## config.mk

```make
export PLATFORM = sky130hd
export DESIGN_NAME = dbg_mem_top
export DESIGN_NICKNAME = d
export VERILOG_FILES = /design/src/verilog/dbg_mem_pkg.sv /design/src/verilog/dbg_hart_ctrl.sv /design/src/verilog/dbg_abstract_prog.sv /design/src/verilog/dbg_bus_mem.sv /design/src/verilog/dbg_mem_top.sv
export SDC_FILE = /design/constraint.sdc
export NUM_CORES = 1
export LEC_CHECK = 0
export BUFFER_PORTS_ARGS = -buffer_cell sky130_fd_sc_hd__buf_4
export CAP_MARGIN = 40
export CORE_AREA = 5 5 239 241
export CTS_BUF_LIST = sky130_fd_sc_hd__clkbuf_8 sky130_fd_sc_hd__clkbuf_16
export DETAILED_ROUTE_END_ITERATION = 7
export DIE_AREA = 0 0 244 246
export MAX_ROUTING_LAYER = met4
export PLACE_DENSITY_LB_ADDON = 0.05
export SYNTH_ARGS = -nofsm -noshare
export SYNTH_HDL_FRONTEND = slang
export SYNTH_SLANG_ARGS = --single-unit
```

## constraint.sdc

```tcl
create_clock -name clk_i -period 2.6 [get_ports clk_i]
set_clock_uncertainty 0.15 [all_clocks]
set_input_delay 0.39 -clock clk_i [delete_from_list [all_inputs] [get_ports clk_i]]
set_output_delay 0.39 -clock clk_i [all_outputs]
set_load 0.02 [all_outputs]
```

## src/verilog/dbg_mem_pkg.sv

```systemverilog
// --------------------
// debug memory address map, command types and RISC-V encoders
// --------------------
package dbg_mem_pkg;

    // --------------------
    // sizes and address map
    // --------------------
    localparam int dbg_addr_bits  = 12;
    localparam int bus_width      = 64;
    localparam int data_count     = 2;
    localparam int prog_buf_size  = 8;
    localparam int abs_prog_words = 5;

    localparam logic [11:0] data_addr      = 12'h380;
    localparam logic [11:0] data_end       = data_addr + 12'(4 * data_count - 1);
    localparam logic [11:0] prog_buf_base  = data_addr - 12'(4 * prog_buf_size);
    localparam logic [11:0] prog_buf_end   = data_addr - 12'd1;
    localparam logic [11:0] abs_cmd_base   = prog_buf_base - 12'(8 * abs_prog_words);
    localparam logic [11:0] abs_cmd_end    = prog_buf_base - 12'd1;
    localparam logic [11:0] where_to_addr  = 12'h300;
    localparam logic [11:0] flags_base     = 12'h400;
    localparam logic [11:0] flags_end      = 12'h407;
    localparam logic [11:0] halted_addr    = 12'h100;
    localparam logic [11:0] going_addr     = 12'h104;
    localparam logic [11:0] resuming_addr  = 12'h108;
    localparam logic [11:0] exception_addr = 12'h10C;
    localparam logic [11:0] resume_addr    = 12'h804;

    localparam logic [11:0] csr_dscratch0 = 12'h7B2;
    localparam logic [11:0] csr_dscratch1 = 12'h7B3;

    // scratch registers used by the abstract program
    localparam logic [4:0] reg_s0 = 5'd8;
    localparam logic [4:0] reg_a0 = 5'd10;

    // hart control FSM encoding
    localparam logic [1:0] st_idle   = 2'd0;
    localparam logic [1:0] st_go     = 2'd1;
    localparam logic [1:0] st_resume = 2'd2;
    localparam logic [1:0] st_exec   = 2'd3;

    // --------------------
    // abstract command types
    // --------------------
    typedef enum logic [7:0] {
        access_register = 8'h00,
        quick_access    = 8'h01,
        access_memory   = 8'h02
    } cmd_type_e;

    typedef enum logic [2:0] {
        cmderr_none          = 3'd0,
        cmderr_not_supported = 3'd2,
        cmderr_exception     = 3'd3,
        cmderr_halt_resume   = 3'd4
    } cmderr_e;

    // access register control field in msb first order
    typedef struct packed {
        logic        reserved;
        logic [2:0]  aarsize;
        logic        postincrement;
        logic        postexec;
        logic        transfer;
        logic        write;
        logic [15:0] regno;
    } ac_ar_t;

    typedef struct packed {
        cmd_type_e   cmdtype;
        logic [23:0] control;
    } cmd_raw_t;

    typedef struct packed {
        cmd_type_e cmdtype;
        ac_ar_t    ar;
    } cmd_acc_t;

    // same command word as a generic or access register view
    typedef union packed {
        cmd_raw_t raw;
        cmd_acc_t acc;
    } command_u;

    // --------------------
    // instruction encoders
    // --------------------
    function automatic logic [31:0] jal(logic [4:0] rd, logic [20:0] imm);
        return {imm[20], imm[10:1], imm[11], imm[19:12], rd, 7'h6F};
    endfunction

    function automatic logic [31:0] auipc(logic [4:0] rd, logic [19:0] imm);
        return {imm, rd, 7'h17};
    endfunction

    function automatic logic [31:0] srli(logic [4:0] rd, logic [4:0] rs1, logic [5:0] shamt);
        return {6'b0, shamt, rs1, 3'h5, rd, 7'h13};
    endfunction

    function automatic logic [31:0] slli(logic [4:0] rd, logic [4:0] rs1, logic [5:0] shamt);
        return {6'b0, shamt, rs1, 3'h1, rd, 7'h13};
    endfunction

    function automatic logic [31:0] csrw(logic [11:0] csr, logic [4:0] rs1);
        return {csr, rs1, 3'h1, 5'h0, 7'h73};
    endfunction

    function automatic logic [31:0] csrr(logic [11:0] csr, logic [4:0] rd);
        return {csr, 5'h0, 3'h2, rd, 7'h73};
    endfunction

    // size is the funct3 width code matching aarsize
    function automatic logic [31:0] load(logic [2:0] size, logic [4:0] rd, logic [4:0] base,
                                         logic [11:0] offset);
        return {offset, base, size, rd, 7'h03};
    endfunction

    function automatic logic [31:0] store(logic [2:0] size, logic [4:0] src, logic [4:0] base,
                                          logic [11:0] offset);
        return {offset[11:5], src, base, size, offset[4:0], 7'h23};
    endfunction

    function automatic logic [31:0] ebreak();
        return 32'h0010_0073;
    endfunction

    function automatic logic [31:0] nop();
        return 32'h0000_0013;
    endfunction

    function automatic logic [31:0] illegal();
        return 32'h0000_0000;
    endfunction

endpackage

```

## src/verilog/dbg_hart_ctrl.sv

```systemverilog
// --------------------
// command/resume control FSM and hart status flags
// --------------------
`timescale 1ns/100ps

module dbg_hart_ctrl import dbg_mem_pkg::*; (
    input  logic    clk_i,
    input  logic    rst_ni,
    input  logic    cmd_valid_i,
    input  logic    haltreq_i,
    input  logic    resumereq_i,
    input  logic    unsupported_i,
    input  logic    halted_wr_i,
    input  logic    going_wr_i,
    input  logic    resuming_wr_i,
    input  logic    exception_wr_i,
    output logic    cmdbusy_o,
    output logic    go_o,
    output logic    resume_o,
    output logic    halted_o,
    output logic    resuming_o,
    output logic    cmderror_valid_o,
    output cmderr_e cmderror_o
);

    logic [1:0] state_d, state_q;
    logic       halted_d, halted_q;
    logic       resuming_d, resuming_q;

    assign halted_o   = halted_q;
    assign resuming_o = resuming_q;

    always_comb begin
        state_d          = state_q;
        cmdbusy_o        = 1'b1;
        go_o             = 1'b0;
        resume_o         = 1'b0;
        cmderror_valid_o = 1'b0;
        cmderror_o       = cmderr_none;

        case (state_q)
            st_idle: begin
                cmdbusy_o = 1'b0;
                if (cmd_valid_i) begin
                    cmderror_valid_o = unsupported_i || !halted_q;
                    if (unsupported_i) begin
                        cmderror_o = cmderr_not_supported;
                    end else if (!halted_q) begin
                        // commands only run on a halted hart
                        cmderror_o = cmderr_halt_resume;
                    end else begin
                        state_d = st_go;
                    end
                end
                // resume ignored until the previous ack was cleared
                if (resumereq_i && !resuming_q && !haltreq_i && halted_q) begin
                    state_d = st_resume;
                end
            end
            st_go: begin
                go_o = 1'b1;
                if (going_wr_i) begin
                    state_d = st_exec;
                end
            end
            // hart halts again once the program hits ebreak
            st_exec: begin
                if (halted_wr_i) begin
                    state_d = st_idle;
                end
            end
            st_resume: begin
                resume_o = 1'b1;
                if (resuming_q) begin
                    state_d = st_idle;
                end
            end
            default: state_d = st_idle;
        endcase

        if (exception_wr_i) begin
            cmderror_valid_o = 1'b1;
            cmderror_o       = cmderr_exception;
        end
    end

    // --------------------
    // status flags
    // --------------------
    always_comb begin
        halted_d   = (halted_q || halted_wr_i) && !resuming_wr_i;
        resuming_d = (resuming_q && resumereq_i) || resuming_wr_i;
    end

    always_ff @(posedge clk_i or negedge rst_ni) begin
        if (!rst_ni) begin
            state_q    <= st_idle;
            halted_q   <= 1'b0;
            resuming_q <= 1'b0;
        end else begin
            state_q    <= state_d;
            halted_q   <= halted_d;
            resuming_q <= resuming_d;
        end
    end

endmodule

```

## src/verilog/dbg_abstract_prog.sv

```systemverilog
// --------------------
// abstract command program built from the command word
// --------------------
`timescale 1ns/100ps

module dbg_abstract_prog import dbg_mem_pkg::*; (
    input  command_u                          cmd_i,
    output logic [abs_prog_words-1:0][63:0]   prog_o,
    output logic                              unsupported_o
);

    ac_ar_t      ar;
    logic        is_a0;
    logic [11:0] csr_sel;

    assign ar = cmd_i.acc.ar;

    // a0 holds the DM base so its value is parked in dscratch1
    assign is_a0   = ar.regno[12] && (ar.regno[4:0] == reg_a0);
    assign csr_sel = is_a0 ? csr_dscratch1 : ar.regno[11:0];

    always_comb begin
        unsupported_o = 1'b0;

        // --------------------
        // default program
        // --------------------
        // auipc/srli/slli leave the 4k aligned DM base in a0
        prog_o[0] = {auipc(reg_a0, 20'h0), illegal()};
        prog_o[1] = {slli(reg_a0, reg_a0, 6'd12), srli(reg_a0, reg_a0, 6'd12)};
        prog_o[2] = {nop(), nop()};
        prog_o[3] = {nop(), nop()};
        prog_o[4] = {ebreak(), csrr(csr_dscratch1, reg_a0)};

        case (cmd_i.raw.cmdtype)
            access_register: begin
                if (ar.transfer && (ar.aarsize < 3'd4)) begin
                    // save a0 before it gets the base address
                    prog_o[0][31:0] = csrw(csr_dscratch1, reg_a0);

                    if ((ar.regno[15:14] != 2'b00) || (ar.regno[12] && ar.regno[5])) begin
                        // reserved range and FPRs trap right away
                        prog_o[0][31:0] = illegal();
                    end else if (ar.regno[12] && !is_a0) begin
                        // plain GPR goes straight to or from the data registers
                        if (ar.write) begin
                            prog_o[2][31:0] = load(ar.aarsize, ar.regno[4:0], reg_a0, data_addr);
                        end else begin
                            prog_o[2][31:0] = store(ar.aarsize, ar.regno[4:0], reg_a0, data_addr);
                        end
                    end else begin
                        // CSR or a0 moved through s0
                        prog_o[2][31:0]  = csrw(csr_dscratch0, reg_s0);
                        prog_o[3][63:32] = csrr(csr_dscratch0, reg_s0);
                        if (ar.write) begin
                            prog_o[2][63:32] = load(ar.aarsize, reg_s0, reg_a0, data_addr);
                            prog_o[3][31:0]  = csrw(csr_sel, reg_s0);
                        end else begin
                            prog_o[2][63:32] = csrr(csr_sel, reg_s0);
                            prog_o[3][31:0]  = store(ar.aarsize, reg_s0, reg_a0, data_addr);
                        end
                    end
                end

                // fall through into the program buffer
                if (ar.postexec) begin
                    prog_o[4][63:32] = nop();
                end
            end
            // quick access and memory access
            default: unsupported_o = 1'b1;
        endcase
    end

endmodule

```

## src/verilog/dbg_bus_mem.sv

```systemverilog
// --------------------
// hart bus decode with flag writes, data registers and read mux
// --------------------
`timescale 1ns/100ps

module dbg_bus_mem import dbg_mem_pkg::*; (
    input  logic                                clk_i,
    input  logic                                rst_ni,
    input  logic                                req_i,
    input  logic                                we_i,
    input  logic [bus_width-1:0]                addr_i,
    input  logic [bus_width-1:0]                wdata_i,
    input  logic [bus_width/8-1:0]              be_i,
    input  logic [data_count-1:0][31:0]         data_i,
    input  logic [prog_buf_size-1:0][31:0]      progbuf_i,
    input  logic [abs_prog_words-1:0][63:0]     prog_i,
    input  command_u                            cmd_i,
    input  logic                                cmdbusy_i,
    input  logic                                go_i,
    input  logic                                resume_i,
    input  logic                                resumereq_i,
    output logic [bus_width-1:0]                rdata_o,
    output logic [data_count-1:0][31:0]         data_o,
    output logic                                data_valid_o,
    output logic                                halted_wr_o,
    output logic                                going_wr_o,
    output logic                                resuming_wr_o,
    output logic                                exception_wr_o
);

    logic [dbg_addr_bits-1:0]               addr;
    logic [prog_buf_size/2-1:0][63:0]       progbuf;
    logic [dbg_addr_bits-4:0]               pb_idx;
    logic [dbg_addr_bits-4:0]               ac_idx;
    logic [63:0]                            data_bits;
    logic [bus_width-1:0]                   rdata_d;

    assign addr    = addr_i[dbg_addr_bits-1:0];
    assign progbuf = progbuf_i;

    // doubleword index inside each window
    assign pb_idx = addr[dbg_addr_bits-1:3] - prog_buf_base[dbg_addr_bits-1:3];
    assign ac_idx = addr[dbg_addr_bits-1:3] - abs_cmd_base[dbg_addr_bits-1:3];

    // --------------------
    // writes
    // --------------------
    always_comb begin
        halted_wr_o    = 1'b0;
        going_wr_o     = 1'b0;
        resuming_wr_o  = 1'b0;
        exception_wr_o = 1'b0;
        data_valid_o   = 1'b0;
        data_bits      = data_i;
        if (req_i && we_i) begin
            case (addr) inside
                halted_addr:    halted_wr_o    = 1'b1;
                going_addr:     going_wr_o     = 1'b1;
                resuming_addr:  resuming_wr_o  = 1'b1;
                exception_addr: exception_wr_o = 1'b1;
                [data_addr:data_end]: begin
                    data_valid_o = 1'b1;
                    for (int i = 0; i < bus_width / 8; i++) begin
                        if (be_i[i]) begin
                            data_bits[i*8 +: 8] = wdata_i[i*8 +: 8];
                        end
                    end
                end
                default: ;
            endcase
        end
        data_o = data_bits;
    end

    // --------------------
    // reads
    // --------------------
    always_comb begin
        rdata_d = '0;
        case (addr) inside
            where_to_addr: begin
                // jump target is relative to the whereto slot
                if (cmdbusy_i) begin
                    if (cmd_i.acc.ar.transfer) begin
                        rdata_d = {32'b0, jal(5'd0, {9'b0, abs_cmd_base - where_to_addr})};
                    end else begin
                        rdata_d = {32'b0, jal(5'd0, {9'b0, prog_buf_base - where_to_addr})};
                    end
                end else if (resumereq_i) begin
                    rdata_d = {32'b0, jal(5'd0, {9'b0, resume_addr - where_to_addr})};
                end
            end
            [flags_base:flags_end]:       rdata_d = {62'b0, resume_i, go_i};
            [prog_buf_base:prog_buf_end]: rdata_d = progbuf[pb_idx[1:0]];
            [abs_cmd_base:abs_cmd_end]:   rdata_d = prog_i[ac_idx[2:0]];
            [data_addr:data_end]:         rdata_d = data_i;
            default: ;
        endcase
    end

    // read data holds until the next read
    always_ff @(posedge clk_i or negedge rst_ni) begin
        if (!rst_ni) begin
            rdata_o <= '0;
        end else if (req_i && !we_i) begin
            rdata_o <= rdata_d;
        end
    end

endmodule

```

## src/verilog/dbg_mem_top.sv

```systemverilog
// --------------------
// debug memory front end top level
// --------------------
`timescale 1ns/100ps

module dbg_mem_top import dbg_mem_pkg::*; (
    input  logic                            clk_i,
    input  logic                            rst_ni,
    input  logic                            haltreq_i,
    input  logic                            resumereq_i,
    input  logic                            cmd_valid_i,
    input  command_u                        cmd_i,
    input  logic [prog_buf_size-1:0][31:0]  progbuf_i,
    input  logic [data_count-1:0][31:0]     data_i,
    input  logic                            req_i,
    input  logic                            we_i,
    input  logic [bus_width-1:0]            addr_i,
    input  logic [bus_width-1:0]            wdata_i,
    input  logic [bus_width/8-1:0]          be_i,
    output logic [bus_width-1:0]            rdata_o,
    output logic [data_count-1:0][31:0]     data_o,
    output logic                            data_valid_o,
    output logic                            cmderror_valid_o,
    output cmderr_e                         cmderror_o,
    output logic                            cmdbusy_o,
    output logic                            halted_o,
    output logic                            resuming_o
);

    logic                               halted_wr, going_wr, resuming_wr, exception_wr;
    logic                               go, resume, unsupported;
    logic [abs_prog_words-1:0][63:0]    prog;

    dbg_hart_ctrl i_hart_ctrl (
        .clk_i            (clk_i),
        .rst_ni           (rst_ni),
        .cmd_valid_i      (cmd_valid_i),
        .haltreq_i        (haltreq_i),
        .resumereq_i      (resumereq_i),
        .unsupported_i    (unsupported),
        .halted_wr_i      (halted_wr),
        .going_wr_i       (going_wr),
        .resuming_wr_i    (resuming_wr),
        .exception_wr_i   (exception_wr),
        .cmdbusy_o        (cmdbusy_o),
        .go_o             (go),
        .resume_o         (resume),
        .halted_o         (halted_o),
        .resuming_o       (resuming_o),
        .cmderror_valid_o (cmderror_valid_o),
        .cmderror_o       (cmderror_o)
    );

    dbg_abstract_prog i_abstract_prog (
        .cmd_i         (cmd_i),
        .prog_o        (prog),
        .unsupported_o (unsupported)
    );

    dbg_bus_mem i_bus_mem (
        .clk_i          (clk_i),
        .rst_ni         (rst_ni),
        .req_i          (req_i),
        .we_i           (we_i),
        .addr_i         (addr_i),
        .wdata_i        (wdata_i),
        .be_i           (be_i),
        .data_i         (data_i),
        .progbuf_i      (progbuf_i),
        .prog_i         (prog),
        .cmd_i          (cmd_i),
        .cmdbusy_i      (cmdbusy_o),
        .go_i           (go),
        .resume_i       (resume),
        .resumereq_i    (resumereq_i),
        .rdata_o        (rdata_o),
        .data_o         (data_o),
        .data_valid_o   (data_valid_o),
        .halted_wr_o    (halted_wr),
        .going_wr_o     (going_wr),
        .resuming_wr_o  (resuming_wr),
        .exception_wr_o (exception_wr)
    );

endmodule

```

==> impl_metrics.yaml, run 1 <==
critical_path:
  startpoint_of_the_worst_register_to_register_path: "i_hart_ctrl.state_q[1]"
  worst_path_dominant_cell_family: "simple AND/OR/NAND/NOR gates"
  timing.critical_path.arrival_ns: 2.08
  timing.critical_path.buf_inv: 3
  worstSetupEndpointType: "output pin"
  crit_fanout: 8
  path_common_cell: "sky130_fd_sc_hd__and3_4"
  critical_path.cell_chain: "buf_8 > nor4_4 > and3_4 > and3_4 > buf_12 > nand2_8 > mux2_4 > buf_6"
  timing.critical_path.from: "addr_i[6]"
  critical_path.slowest_cell: "sky130_fd_sc_hd__mux2_4"
  timing.critical_path.slowest_cell_delay_ns: 0.36
  required_time_of_the_critical_path_ns: 2.06
  worst_setup_path_start_kind: "input port"
  timing_worst_setup_path_type: "input port to output pin"
clock_tree:
  clkLatencyLatePin_ns: 0.36
  cts.clk_slew.worst_paths_ns: 0.06
  cts_tree: "done"
  cts-root-buf: "sky130_fd_sc_hd__clkbuf_16"
  cts-htree-levels: 3
  cts_made_buffers: 9
  numClockSinks: 68
  cts-root-to-sink-buffers: 2
timing:
  timing_hold_violations_final: 0
  finalWorstPathRequiredPeriod_ns: 2.62
  slew_violations: 0
  final_critical_path_setup_slack_ns: -0.0226
  maxSlewHeadroom: 0.488
  timing.final.crit_share: 1.01
  setup_repair_after_global_routing_missed_its_margin: "true"
  timing.fmax_mhz: 381
  tightest_slew_ns: 0.768
  setup_viol: 14
  hold_ws_ns: 0.115
global_route:
  initial_antenna_violation_count: 4
  gr-total-overflow: 0
  grt_pass1_wl_um: 78600
  gr_usage_total: 0.189
  via_count_of_the_first_global_routing_pass: 10233
  pin_count_of_the_biggest_net_entering_global_routing: 58
drt:
  drt_pre_antenna_iters: 5
  avgRoutedWirePerCell_um: 27.4
  drt.antenna.violating_nets: 0
  wl_um: 57400
  detail_route.iter0.violations: 404
  dr_total_vias: 9294
  drt-vias-per-instance: 4.43
  drc: 0
synth:
  yosysMostFrequentCell: "sky130_fd_sc_hd__dfrtp_1"
  synth-xor-area-share: 0.00117
  async_reset_ff_frac: 1.00
  post_synthesis_sequential_element_count: 68
  synth_cell_types: 81
  synth_top_cells_by_area: "sky130_fd_sc_hd__dfrtp_1 (23%), sky130_fd_sc_hd__mux4_2 (19%), sky130_fd_sc_hd__mux2_4 (13%), sky130_fd_sc_hd__nand2_1 (3.2%), sky130_fd_sc_hd__o21ai_0 (3.1%)"
  synthMuxAreaShare: 0.321
  synth_enable_flop_cells: 0
  share_of_synthesized_area_occupied_by_flip_flops_and_latches: 0.228
  synth_largest_type_area_fraction: 0.228
  synth_top_flop_cell: "sky130_fd_sc_hd__dfrtp_1"
  synth_top_family_by_area: "multiplexers"
  area_share_of_fa_ha_maj_cells_after_synthesis: 0.00502
  netlist_top_cells_count: "sky130_fd_sc_hd__dfrtp_1 (68), sky130_fd_sc_hd__mux2_4 (64), sky130_fd_sc_hd__nand2_1 (64)"
  yosys_warnings: 0
  average_cell_area_after_synthesis_um2: 10.1
  yosys.area.top_type: "sky130_fd_sc_hd__dfrtp_1"
  share_of_synthesized_cell_area_in_and_or_nand_and_nor_gates: 0.169
  synthCells: 742
  compound_cell_area_share_of_the_yosys_netlist: 0.230
  synthesized_cell_area_um2: 7480
  synth.net_count: 1240
cells_and_area:
  final_net_count: 1880
  layout-area-overhead-vs-synth_pct: 87.8
  utilization_after_layout: 0.257
  share_of_post_route_cells_with_drive_strength_above_1: 0.629
die:
  floorplan.core_area_um2: 54700
  die_h_um: 246
  initial_utilization: 0.137
  top_level_ports: 631
  placement_rows: 86
  die_width_um: 244
  die_area_um2: 60000
place:
  place_congestion: 0.840
  detailed_place_hpwl_um: 48100
  io_buffer_count: 575
  pre_cts_ws_ns: -0.336
pwr:
  power-per-cell-area_nw_per_um2: 299
  ir_drop_mv: 0.321
  power_leakage_uw: 0.00649
  p_total_uw: 4200
status:
  failing_checks: "negative setup slack"
  status: "complete, but fails checks"
min_path:
  hp-start: "addr_i[2]"
  holdCritPathClass: "input port to flip-flop"
flow_run:
  timing.max_cap.violations: 0
-- per-layer routing --
layer,vias up,GRT usage,wire [um]
met5,-,-,0
met4,0,0.0450,992
met3,31,0.0299,2640
met2,334,0.328,29200
met1,4664,0.232,24600
li1,4265,-,-
-- repair_timing --
item	4_1_cts	5_1_grt
gates cloned	1	0
resized for setup	54	24
endpoints found under the setup margin	64	79
pin swaps	10	6
hold buffers	1	0
endpoints found under the hold margin	19	0
setup buffers	2	0
-- cell usage in the layout (no fill, tap or decap), types with 18 or more instances in the layout --
cell,Yosys,final
sky130_fd_sc_hd__buf_4,7,613
sky130_fd_sc_hd__a31oi_1,18,18
sky130_fd_sc_hd__dfrtp_1,68,68
sky130_fd_sc_hd__a22oi_1,26,26
sky130_fd_sc_hd__a21oi_1,41,41
sky130_fd_sc_hd__mux4_2,63,63
sky130_fd_sc_hd__nor2_1,46,45
sky130_fd_sc_hd__buf_6,1,68
sky130_fd_sc_hd__mux2_4,64,64
sky130_fd_sc_hd__o21ai_0,47,47
sky130_fd_sc_hd__nand2_1,64,64
-- kinds of logic (layout without fill, tap and decap cells) --
group | count (synthesis) | count (layout)
AO/OA/AOI/OAI | 249 | 249
AND/OR/NAND/NOR | 216 | 216
multiplexers | 129 | 129
buffers and inverters | 76 | 721
flip-flops | 68 | 68
adder cells (fa/ha/maj) | 3 | 3
XOR/XNOR | 1 | 1
other | 0 | 5
-- through the flow --
step	instances	TNS [ns]	instance area [um2]
floorplan	742	0	7480
global placement	2074	-15.27	13400
detailed placement	2074	-16.13	13400
CTS	2092	-0.453	14000
global route	2095	-1.25	14000
finish	2096	-0.139	14000
-- path summary, 6_finish.rpt --
path	to	slack (ns)	depth (start not counted)
min	i_hart_ctrl.halted_o	0.11	2
max	data_o[18]	-0.02	8
max in group asynchronous	i_bus_mem.rdata_o[37]	1.25	3
min reg2reg	i_bus_mem.rdata_o[49]	0.33	2
max reg2reg	i_bus_mem.rdata_o[5]	0.52	4
min in group asynchronous	i_bus_mem.rdata_o[2]	0.35	2
-- worst register-to-register path, cell delays in order, from the launching register on --
cell	delay, ns
sky130_fd_sc_hd__dfrtp_1	0.47
sky130_fd_sc_hd__or3_1	0.41
sky130_fd_sc_hd__a21oi_1	0.63
sky130_fd_sc_hd__nand2_1	0.12
sky130_fd_sc_hd__o22a_1	0.20
-- layout make-up --
| class | count | area, um2 |
|---|---|---|
| diodes | 5 | 12.5 |
| repair buffers | 695 | 5630 |
| fillers | 6002 | 40600 |
| inverters | 10 | 37.5 |
| flip-flops and latches | 68 | 1700 |
| clock inverters | 6 | 41.3 |
| well taps | 704 | 881 |
| multi-input cells | 598 | 5500 |
| clock buffers | 10 | 239 |
-- registers in the layout, indices dropped and copies added (netlist names) --
signal                  count
i_bus_mem.rdata_o          64
i_hart_ctrl.halted_o        1
i_hart_ctrl.resuming_o      1
i_hart_ctrl.state_q         2
-- where the power goes --
| group | switching (uW) | internal (uW) | leakage, uW |
|---|---|---|---|
| clock | 596 | 672 | 0.000136 |
| sequential | 29.6 | 1110 | 0.000904 |
| combinational | 801 | 991 | 0.00545 |
| total | 1430 | 2770 | 0.00649 |
Power figures use the tool's default switching activity.
==> inputs of run 2 (changes only) <==
==> constraint.sdc (replaced) <==
create_clock -name clk_i -period 2.6 [get_ports clk_i]
set_clock_uncertainty 0.15 [all_clocks]
set_input_delay 0 -clock clk_i [delete_from_list [all_inputs] [get_ports clk_i]]
set_output_delay 0 -clock clk_i [all_outputs]
set_load 0.02 [all_outputs]
==> run 2 against run 1 <==
  * The run ends with negative hold slack left
  * Global-route usage is 0.18 points higher
  * Count of clock-buffer cells in the layout is 1 higher
  * Final area is 1.4% higher
  * First-iteration DRC count is 5.4% higher
  * Worst setup slack better by 0.094 ns
  * Critical path type is now input port to flip-flop
  * Critical endpoint is now i_bus_mem.rdata_o[44]
  * Largest cell class unchanged
==> impl_metrics.yaml, run 2 (same netlist as run 1, synthesis figures left out) <==
place:
  detailed_place_hpwl_um: 47600
  pre_cts_ws_ns: -0.192
  io_buffer_count: 575
  place_congestion: 0.847
  dpl-instance-area_um2: 12900
pwr:
  power.combinational.fraction: 0.411
  part_of_the_power_in_the_clock_network: 0.331
  switching_power_uw: 1430
  internal_power_uw: 2990
  power-per-cell-area_nw_per_um2: 310
  power_leakage_uw: 0.00647
  swShare: 0.323
  ir_drop_mv: 0.323
  p_total_uw: 4420
  seqPwrFrac: 0.258
die:
  placement_rows: 86
  initial_utilization: 0.137
  floorplan.core_area_um2: 54700
  die_width_um: 244
  top_level_ports: 631
  die_h_um: 246
  die_area_um2: 60000
cells_and_area:
  final_net_count: 1910
  mostFrequentLayoutCell: "sky130_fd_sc_hd__buf_4"
  largest_register_ffs: 64
  final_design_area_no_fill_um2: 14200
  share_of_post_route_cells_with_drive_strength_above_1: 0.571
  mostFrequentLayoutCells: "sky130_fd_sc_hd__buf_4 (620), sky130_fd_sc_hd__dlygate4sd3_1 (96), sky130_fd_sc_hd__dfrtp_1 (68)"
  n_fill_cell: 5953
  layout_top_registers: "i_bus_mem.rdata_o x64, i_hart_ctrl.state_q x2"
  utilization_after_layout: 0.261
  layout-area-overhead-vs-synth_pct: 90.5
  max_flop_register: "i_bus_mem.rdata_o"
timing:
  final_critical_path_setup_slack_ns: 0.0717
  setup_viol: 0
  finalWorstPathRequiredPeriod_ns: 2.53
  hold_ws_ns: -0.00429
  timing_hold_violations_final: 1
  setup_repair_after_global_routing_missed_its_margin: "true"
  tightest_slew_ns: 0.826
  slew_violations: 0
  setup-tns-final_ns: 0
  maxSlewHeadroom: 0.443
  timing.fmax_mhz: 396
  timing.final.crit_share: 0.972
global_route:
  gr-total-overflow: 0
  grt_pass1_wl_um: 79200
  gr_usage_total: 0.191
  pin_count_of_the_biggest_net_entering_global_routing: 70
  via_count_of_the_first_global_routing_pass: 10383
  initial_antenna_violation_count: 4
clock_tree:
  cts-root-buf: "sky130_fd_sc_hd__clkbuf_16"
  numClockSinks: 68
  clkLatencyLatePin_ns: 0.36
  cts-root-to-sink-buffers: 2
  cts-htree-levels: 3
  cts_tree: "done"
  cts.clk_slew.worst_paths_ns: 0.07
  cts_made_buffers: 9
drt:
  drt-vias-per-instance: 4.44
  dr_total_vias: 9431
  drt.antenna.violating_nets: 0
  drt_pre_antenna_iters: 5
  avgRoutedWirePerCell_um: 27.3
  detail_route.iter0.violations: 426
  wl_um: 58000
  drc: 0
critical_path:
  timing_worst_setup_path_type: "input port to flip-flop"
  timing.critical_path.slowest_cell_delay_ns: 0.58
  required_time_of_the_critical_path_ns: 2.75
  critical_path.slowest_cell: "sky130_fd_sc_hd__dlygate4sd3_1"
  timing.critical_path.arrival_ns: 2.68
  crit_fanout: 9
  critical_path.cell_chain: "dlygate4sd3_1 > buf_4 > nor2b_1 > a21oi_1 > nor4_4 > buf_4 > a41oi_1 > dlygate4sd3_1 > o21ai_1"
  worstSetupEndpointType: "flip-flop"
  worst_setup_path_start_kind: "input port"
status:
  status: "complete, but fails checks"
  failing_checks: "negative hold slack"
min_path:
  holdCritPathClass: "input port to flip-flop"
flow_run:
  timing.max_cap.violations: 0
-- run 2: cell count changes in the layout (fill, tap and decap cells not counted), moves of 2 or more --
cell,change
sky130_fd_sc_hd__buf_12,-5
sky130_fd_sc_hd__diode_2,-2
sky130_fd_sc_hd__dlygate4sd3_1,+95
sky130_fd_sc_hd__buf_4,+7
sky130_fd_sc_hd__bufinv_16,+2
sky130_fd_sc_hd__a21oi_1,-3
sky130_fd_sc_hd__clkinv_4,-2
sky130_fd_sc_hd__buf_6,-67
sky130_fd_sc_hd__a21oi_2,+3
-- run 2: worst paths after layout --
| path | from | to | slack (ns) | depth (start not counted) |
|---|---|---|---|---|
| worst max-delay path | cmd_i[2] | i_bus_mem.rdata_o[44] | 0.07 | 9 |
| worst min-delay path | cmd_i[3] | i_bus_mem.rdata_o[55] | -0.004 | 3 |
| worst max register to register | i_hart_ctrl.state_q[1] | i_bus_mem.rdata_o[1] | 0.31 | 4 |
| worst min register to register | i_bus_mem.rdata_o[46] | i_bus_mem.rdata_o[46] | 0.33 | 2 |
| max in group asynchronous | rst_ni | i_bus_mem.rdata_o[38] | 1.61 | 3 |
| min in group asynchronous | rst_ni | i_bus_mem.rdata_o[3] | 0.01 | 2 |
-- run 2: per-stage QoR --
step	hold WS (ns)	cells
after floorplan	-0.446	742
after global placement	-0.160	2009
after detailed placement	-0.162	2009
after CTS	0.00326	2120
after global routing	0.0377	2123
final	-0.00429	2123
-- run 2: metal layers --
layer  share of wire  vias to the layer above  track usage
li1                -                     4331            -
met1            0.43                     4722        0.238
met2            0.51                      344        0.331
met3           0.043                       34       0.0251
met4           0.018                        0       0.0455
met5               0                        -            -
-- run 2: area by class of cell --
class / instances / area (um2) / share of cell area
multi-input cells: 598 / 5500 / 0.386
clock buffers: 11 / 253 / 0.0177
flip-flops and latches: 68 / 1700 / 0.119
repair buffers: 725 / 5790 / 0.407
clock inverters: 4 / 72.6 / 0.00509
inverters: 10 / 37.5 / 0.00263
well taps: 704 / 881 / 0.0618
diodes: 3 / 7.51 / 0.000527
-- run 2: critical path, delay by kind of cell --
kind / cells / cell delay [ns]
buf+inv: 4 / 1.59
compound gates: 3 / 0.47
simple gates: 2 / 0.61
-- run 2: power groups by stage --
stage / logic (uW) / clock network (uW) / registers [uW]
3_3_place_gp: 1730 / 0 / 1160
2_1_floorplan: 614 / 0 / 1220
4_1_cts: 1850 / 1540 / 1140
6_report: 1820 / 1460 / 1140
5_1_grt: 1940 / 1560 / 1150
3_5_place_dp: 1730 / 0 / 1160
-- run 2: timing repair --
| item | CTS | global route |
|---|---|---|
| resized for setup | 0 | 9 |
| hold buffers | 96 | 0 |
| buffers inserted | 0 | 0 |
| setup endpoints to repair | 0 | 19 |
| endpoints found under the hold margin | 132 | 0 |
==> inputs of run 3 (changes only) <==
Settings changed: REMOVE_ABC_BUFFERS set to 1.
==> run 3 against run 2 <==
  * The flow now finishes without violations
  * Routed wire length decreased by 2.9%
  * Core utilization decreased by 0.24 points
  * Highest routed layer unchanged
  * Worst setup slack improved by 0.0090 ns
  * Register-to-register slack improved by 0.02 ns
  * Critical endpoint is now i_bus_mem.rdata_o[28]
  * Hold slack improved by 0.014 ns
  * First-iteration DRC count decreased by 12%
  * Final area decreased by 0.92%
==> impl_metrics.yaml, run 3 (same netlist as run 1, synthesis figures left out) <==
status:
  status: "finished, final reports clean"
die:
  die_h_um: 246
  die_area_um2: 60000
  initial_utilization: 0.137
  floorplan.core_area_um2: 54700
  die_width_um: 244
  top_level_ports: 631
  placement_rows: 86
critical_path:
  timing.critical_path.buf_inv: 4
  critical_path.slowest_cell: "sky130_fd_sc_hd__nor4_1"
  worstSetupEndpointType: "flip-flop"
  worst_setup_path_start_kind: "input port"
  worst_path_dominant_cell_family: "simple AND/OR/NAND/NOR gates"
  timing_worst_setup_path_type: "input port to flip-flop"
  timing.critical_path.arrival_ns: 2.66
  path_common_cell: "sky130_fd_sc_hd__buf_4"
  crit_fanout: 6
  required_time_of_the_critical_path_ns: 2.74
  timing.critical_path.slowest_cell_delay_ns: 0.64
  critical_path.cell_chain: "buf_4 > nor4_1 > buf_4 > and4_1 > buf_4 > a21oi_1 > nor3_1 > o32a_1 > dlygate4sd3_1"
global_route:
  initial_antenna_violation_count: 1
  grt_pass1_wl_um: 76700
  gr-total-overflow: 0
  pin_count_of_the_biggest_net_entering_global_routing: 70
  via_count_of_the_first_global_routing_pass: 10229
  gr_usage_total: 0.182
cells_and_area:
  share_of_post_route_cells_with_drive_strength_above_1: 0.573
  max_flop_register: "i_bus_mem.rdata_o"
  layout-area-overhead-vs-synth_pct: 88.7
  utilization_after_layout: 0.258
  largest_register_ffs: 64
  mostFrequentLayoutCell: "sky130_fd_sc_hd__buf_4"
  final_net_count: 1904
  layout_top_registers: "i_bus_mem.rdata_o x64, i_hart_ctrl.state_q x2"
  num_antenna_cells: 0
  mostFrequentLayoutCells: "sky130_fd_sc_hd__buf_4 (625), sky130_fd_sc_hd__dlygate4sd3_1 (86), sky130_fd_sc_hd__dfrtp_1 (68)"
timing:
  maxSlewHeadroom: 0.446
  timing.fmax_mhz: 397
  timing.final.crit_share: 0.969
  finalWorstPathRequiredPeriod_ns: 2.52
  slew_violations: 0
  setup_repair_after_global_routing_missed_its_margin: "false"
  hold_ws_ns: 0.00941
  tightest_slew_ns: 0.820
  timing_hold_violations_final: 0
  setup_viol: 0
pwr:
  power.combinational.fraction: 0.426
  switching_power_uw: 1430
  part_of_the_power_in_the_clock_network: 0.307
  power_leakage_uw: 0.00645
  internal_power_uw: 2850
  power-per-cell-area_nw_per_um2: 303
  seqPwrFrac: 0.267
  ir_drop_mv: 0.313
  swShare: 0.334
drt:
  avgRoutedWirePerCell_um: 26.6
  drt.antenna.violating_nets: 0
  dr_total_vias: 9216
  wl_um: 56300
  drt_pre_antenna_iters: 4
  drc: 0
  drt-vias-per-instance: 4.36
  detail_route.iter0.violations: 376
clock_tree:
  cts-root-to-sink-buffers: 2
  cts_tree: "done"
  cts-htree-levels: 3
  cts-root-buf: "sky130_fd_sc_hd__clkbuf_16"
  cts_made_buffers: 9
  numClockSinks: 68
  cts.clk_slew.worst_paths_ns: 0.06
  clkLatencyLatePin_ns: 0.35
place:
  detailed_place_hpwl_um: 45800
  place_congestion: 0.817
  io_buffer_count: 575
min_path:
  holdCritPathClass: "input port to flip-flop"
flow_run:
  timing.max_cap.violations: 0
[run 3: cell types whose count changed in the layout (fill, tap and decap cells not counted), sizes merged]
| cell | change |
|---|---|
| buf | +3 |
| inv | +2 |
| dlygate4sd3 | -10 |
| clkbuf | -1 |
| clkinvlp | +1 |
| bufinv | -1 |
| clkinv | +1 |
| diode | -3 |
[run 3: layout make-up]
cell class / count / area [um2]
clock buffer: 9 / 225
clock inverter: 7 / 67.6
fill: 5955 / 40500
inverter: 10 / 37.5
multi-input combinational: 598 / 5490
sequential: 68 / 1700
tap: 704 / 881
timing repair buffer: 719 / 5720
[run 3: worst register-to-register path: stages, from the launching register on]
cell,delay (ns)
sky130_fd_sc_hd__dfrtp_1,0.49
sky130_fd_sc_hd__nor2_1,0.18
sky130_fd_sc_hd__a31oi_1,0.31
sky130_fd_sc_hd__nand3_1,0.12
sky130_fd_sc_hd__o32a_1,0.35
sky130_fd_sc_hd__dlygate4sd3_1,0.55
[run 3: per-layer routing]
layer | part of all wire | GRT usage | vias to the layer above
met4 | 0.013 | 0.0310 | 0
met3 | 0.047 | 0.0308 | 26
met2 | 0.51 | 0.319 | 326
li1 | - | - | 4305
met5 | 0 | - | -
met1 | 0.43 | 0.224 | 4559
[run 3: path summary, 6_finish.rpt]
check | startpoint | end | slack, ns | cells past startpoint
setup reg to reg | i_hart_ctrl.state_q[0] | i_bus_mem.rdata_o[28] | 0.33 | 5
hold / removal | data_i[23] | i_bus_mem.rdata_o[23] | 0.009 | 4
setup / recovery | cmd_i[29] | i_bus_mem.rdata_o[28] | 0.08 | 9
hold reg to reg | i_bus_mem.rdata_o[19] | i_bus_mem.rdata_o[19] | 0.33 | 2
max in group asynchronous | rst_ni | i_bus_mem.rdata_o[45] | 1.43 | 3
min in group asynchronous | rst_ni | i_bus_mem.rdata_o[56] | 0.12 | 2
[run 3: power groups by stage]
stage                     Clock, uW  Combinational, uW  Sequential [uW]
after global routing           1410               1960             1150
final                          1310               1820             1140
after global placement            0               1730             1160
after detailed placement          0               1730             1160
after floorplan                   0                544             1220
after CTS                      1380               1840             1140
[run 3: per-stage QoR]
step	TNS, ns	setup WS, ns	area [um2]	total power, uW	std cells
final	0	0.0806	14100	4270	2115
after floorplan	-59.53	-0.924	7170	1760	676
after CTS	0	0.0572	14100	4360	2114
after detailed placement	-0.360	-0.140	12900	2890	2012
after global routing	0	0.0175	14100	4520	2115
after global placement	-0.362	-0.130	12900	2890	2012
[run 3: what timing repair did]
item,4_1_cts,5_1_grt
resized for setup,0,6
endpoints found under the setup margin,0,6
hold buffers,86,0
buffers inserted,0,0
hold endpoints to repair,111,0
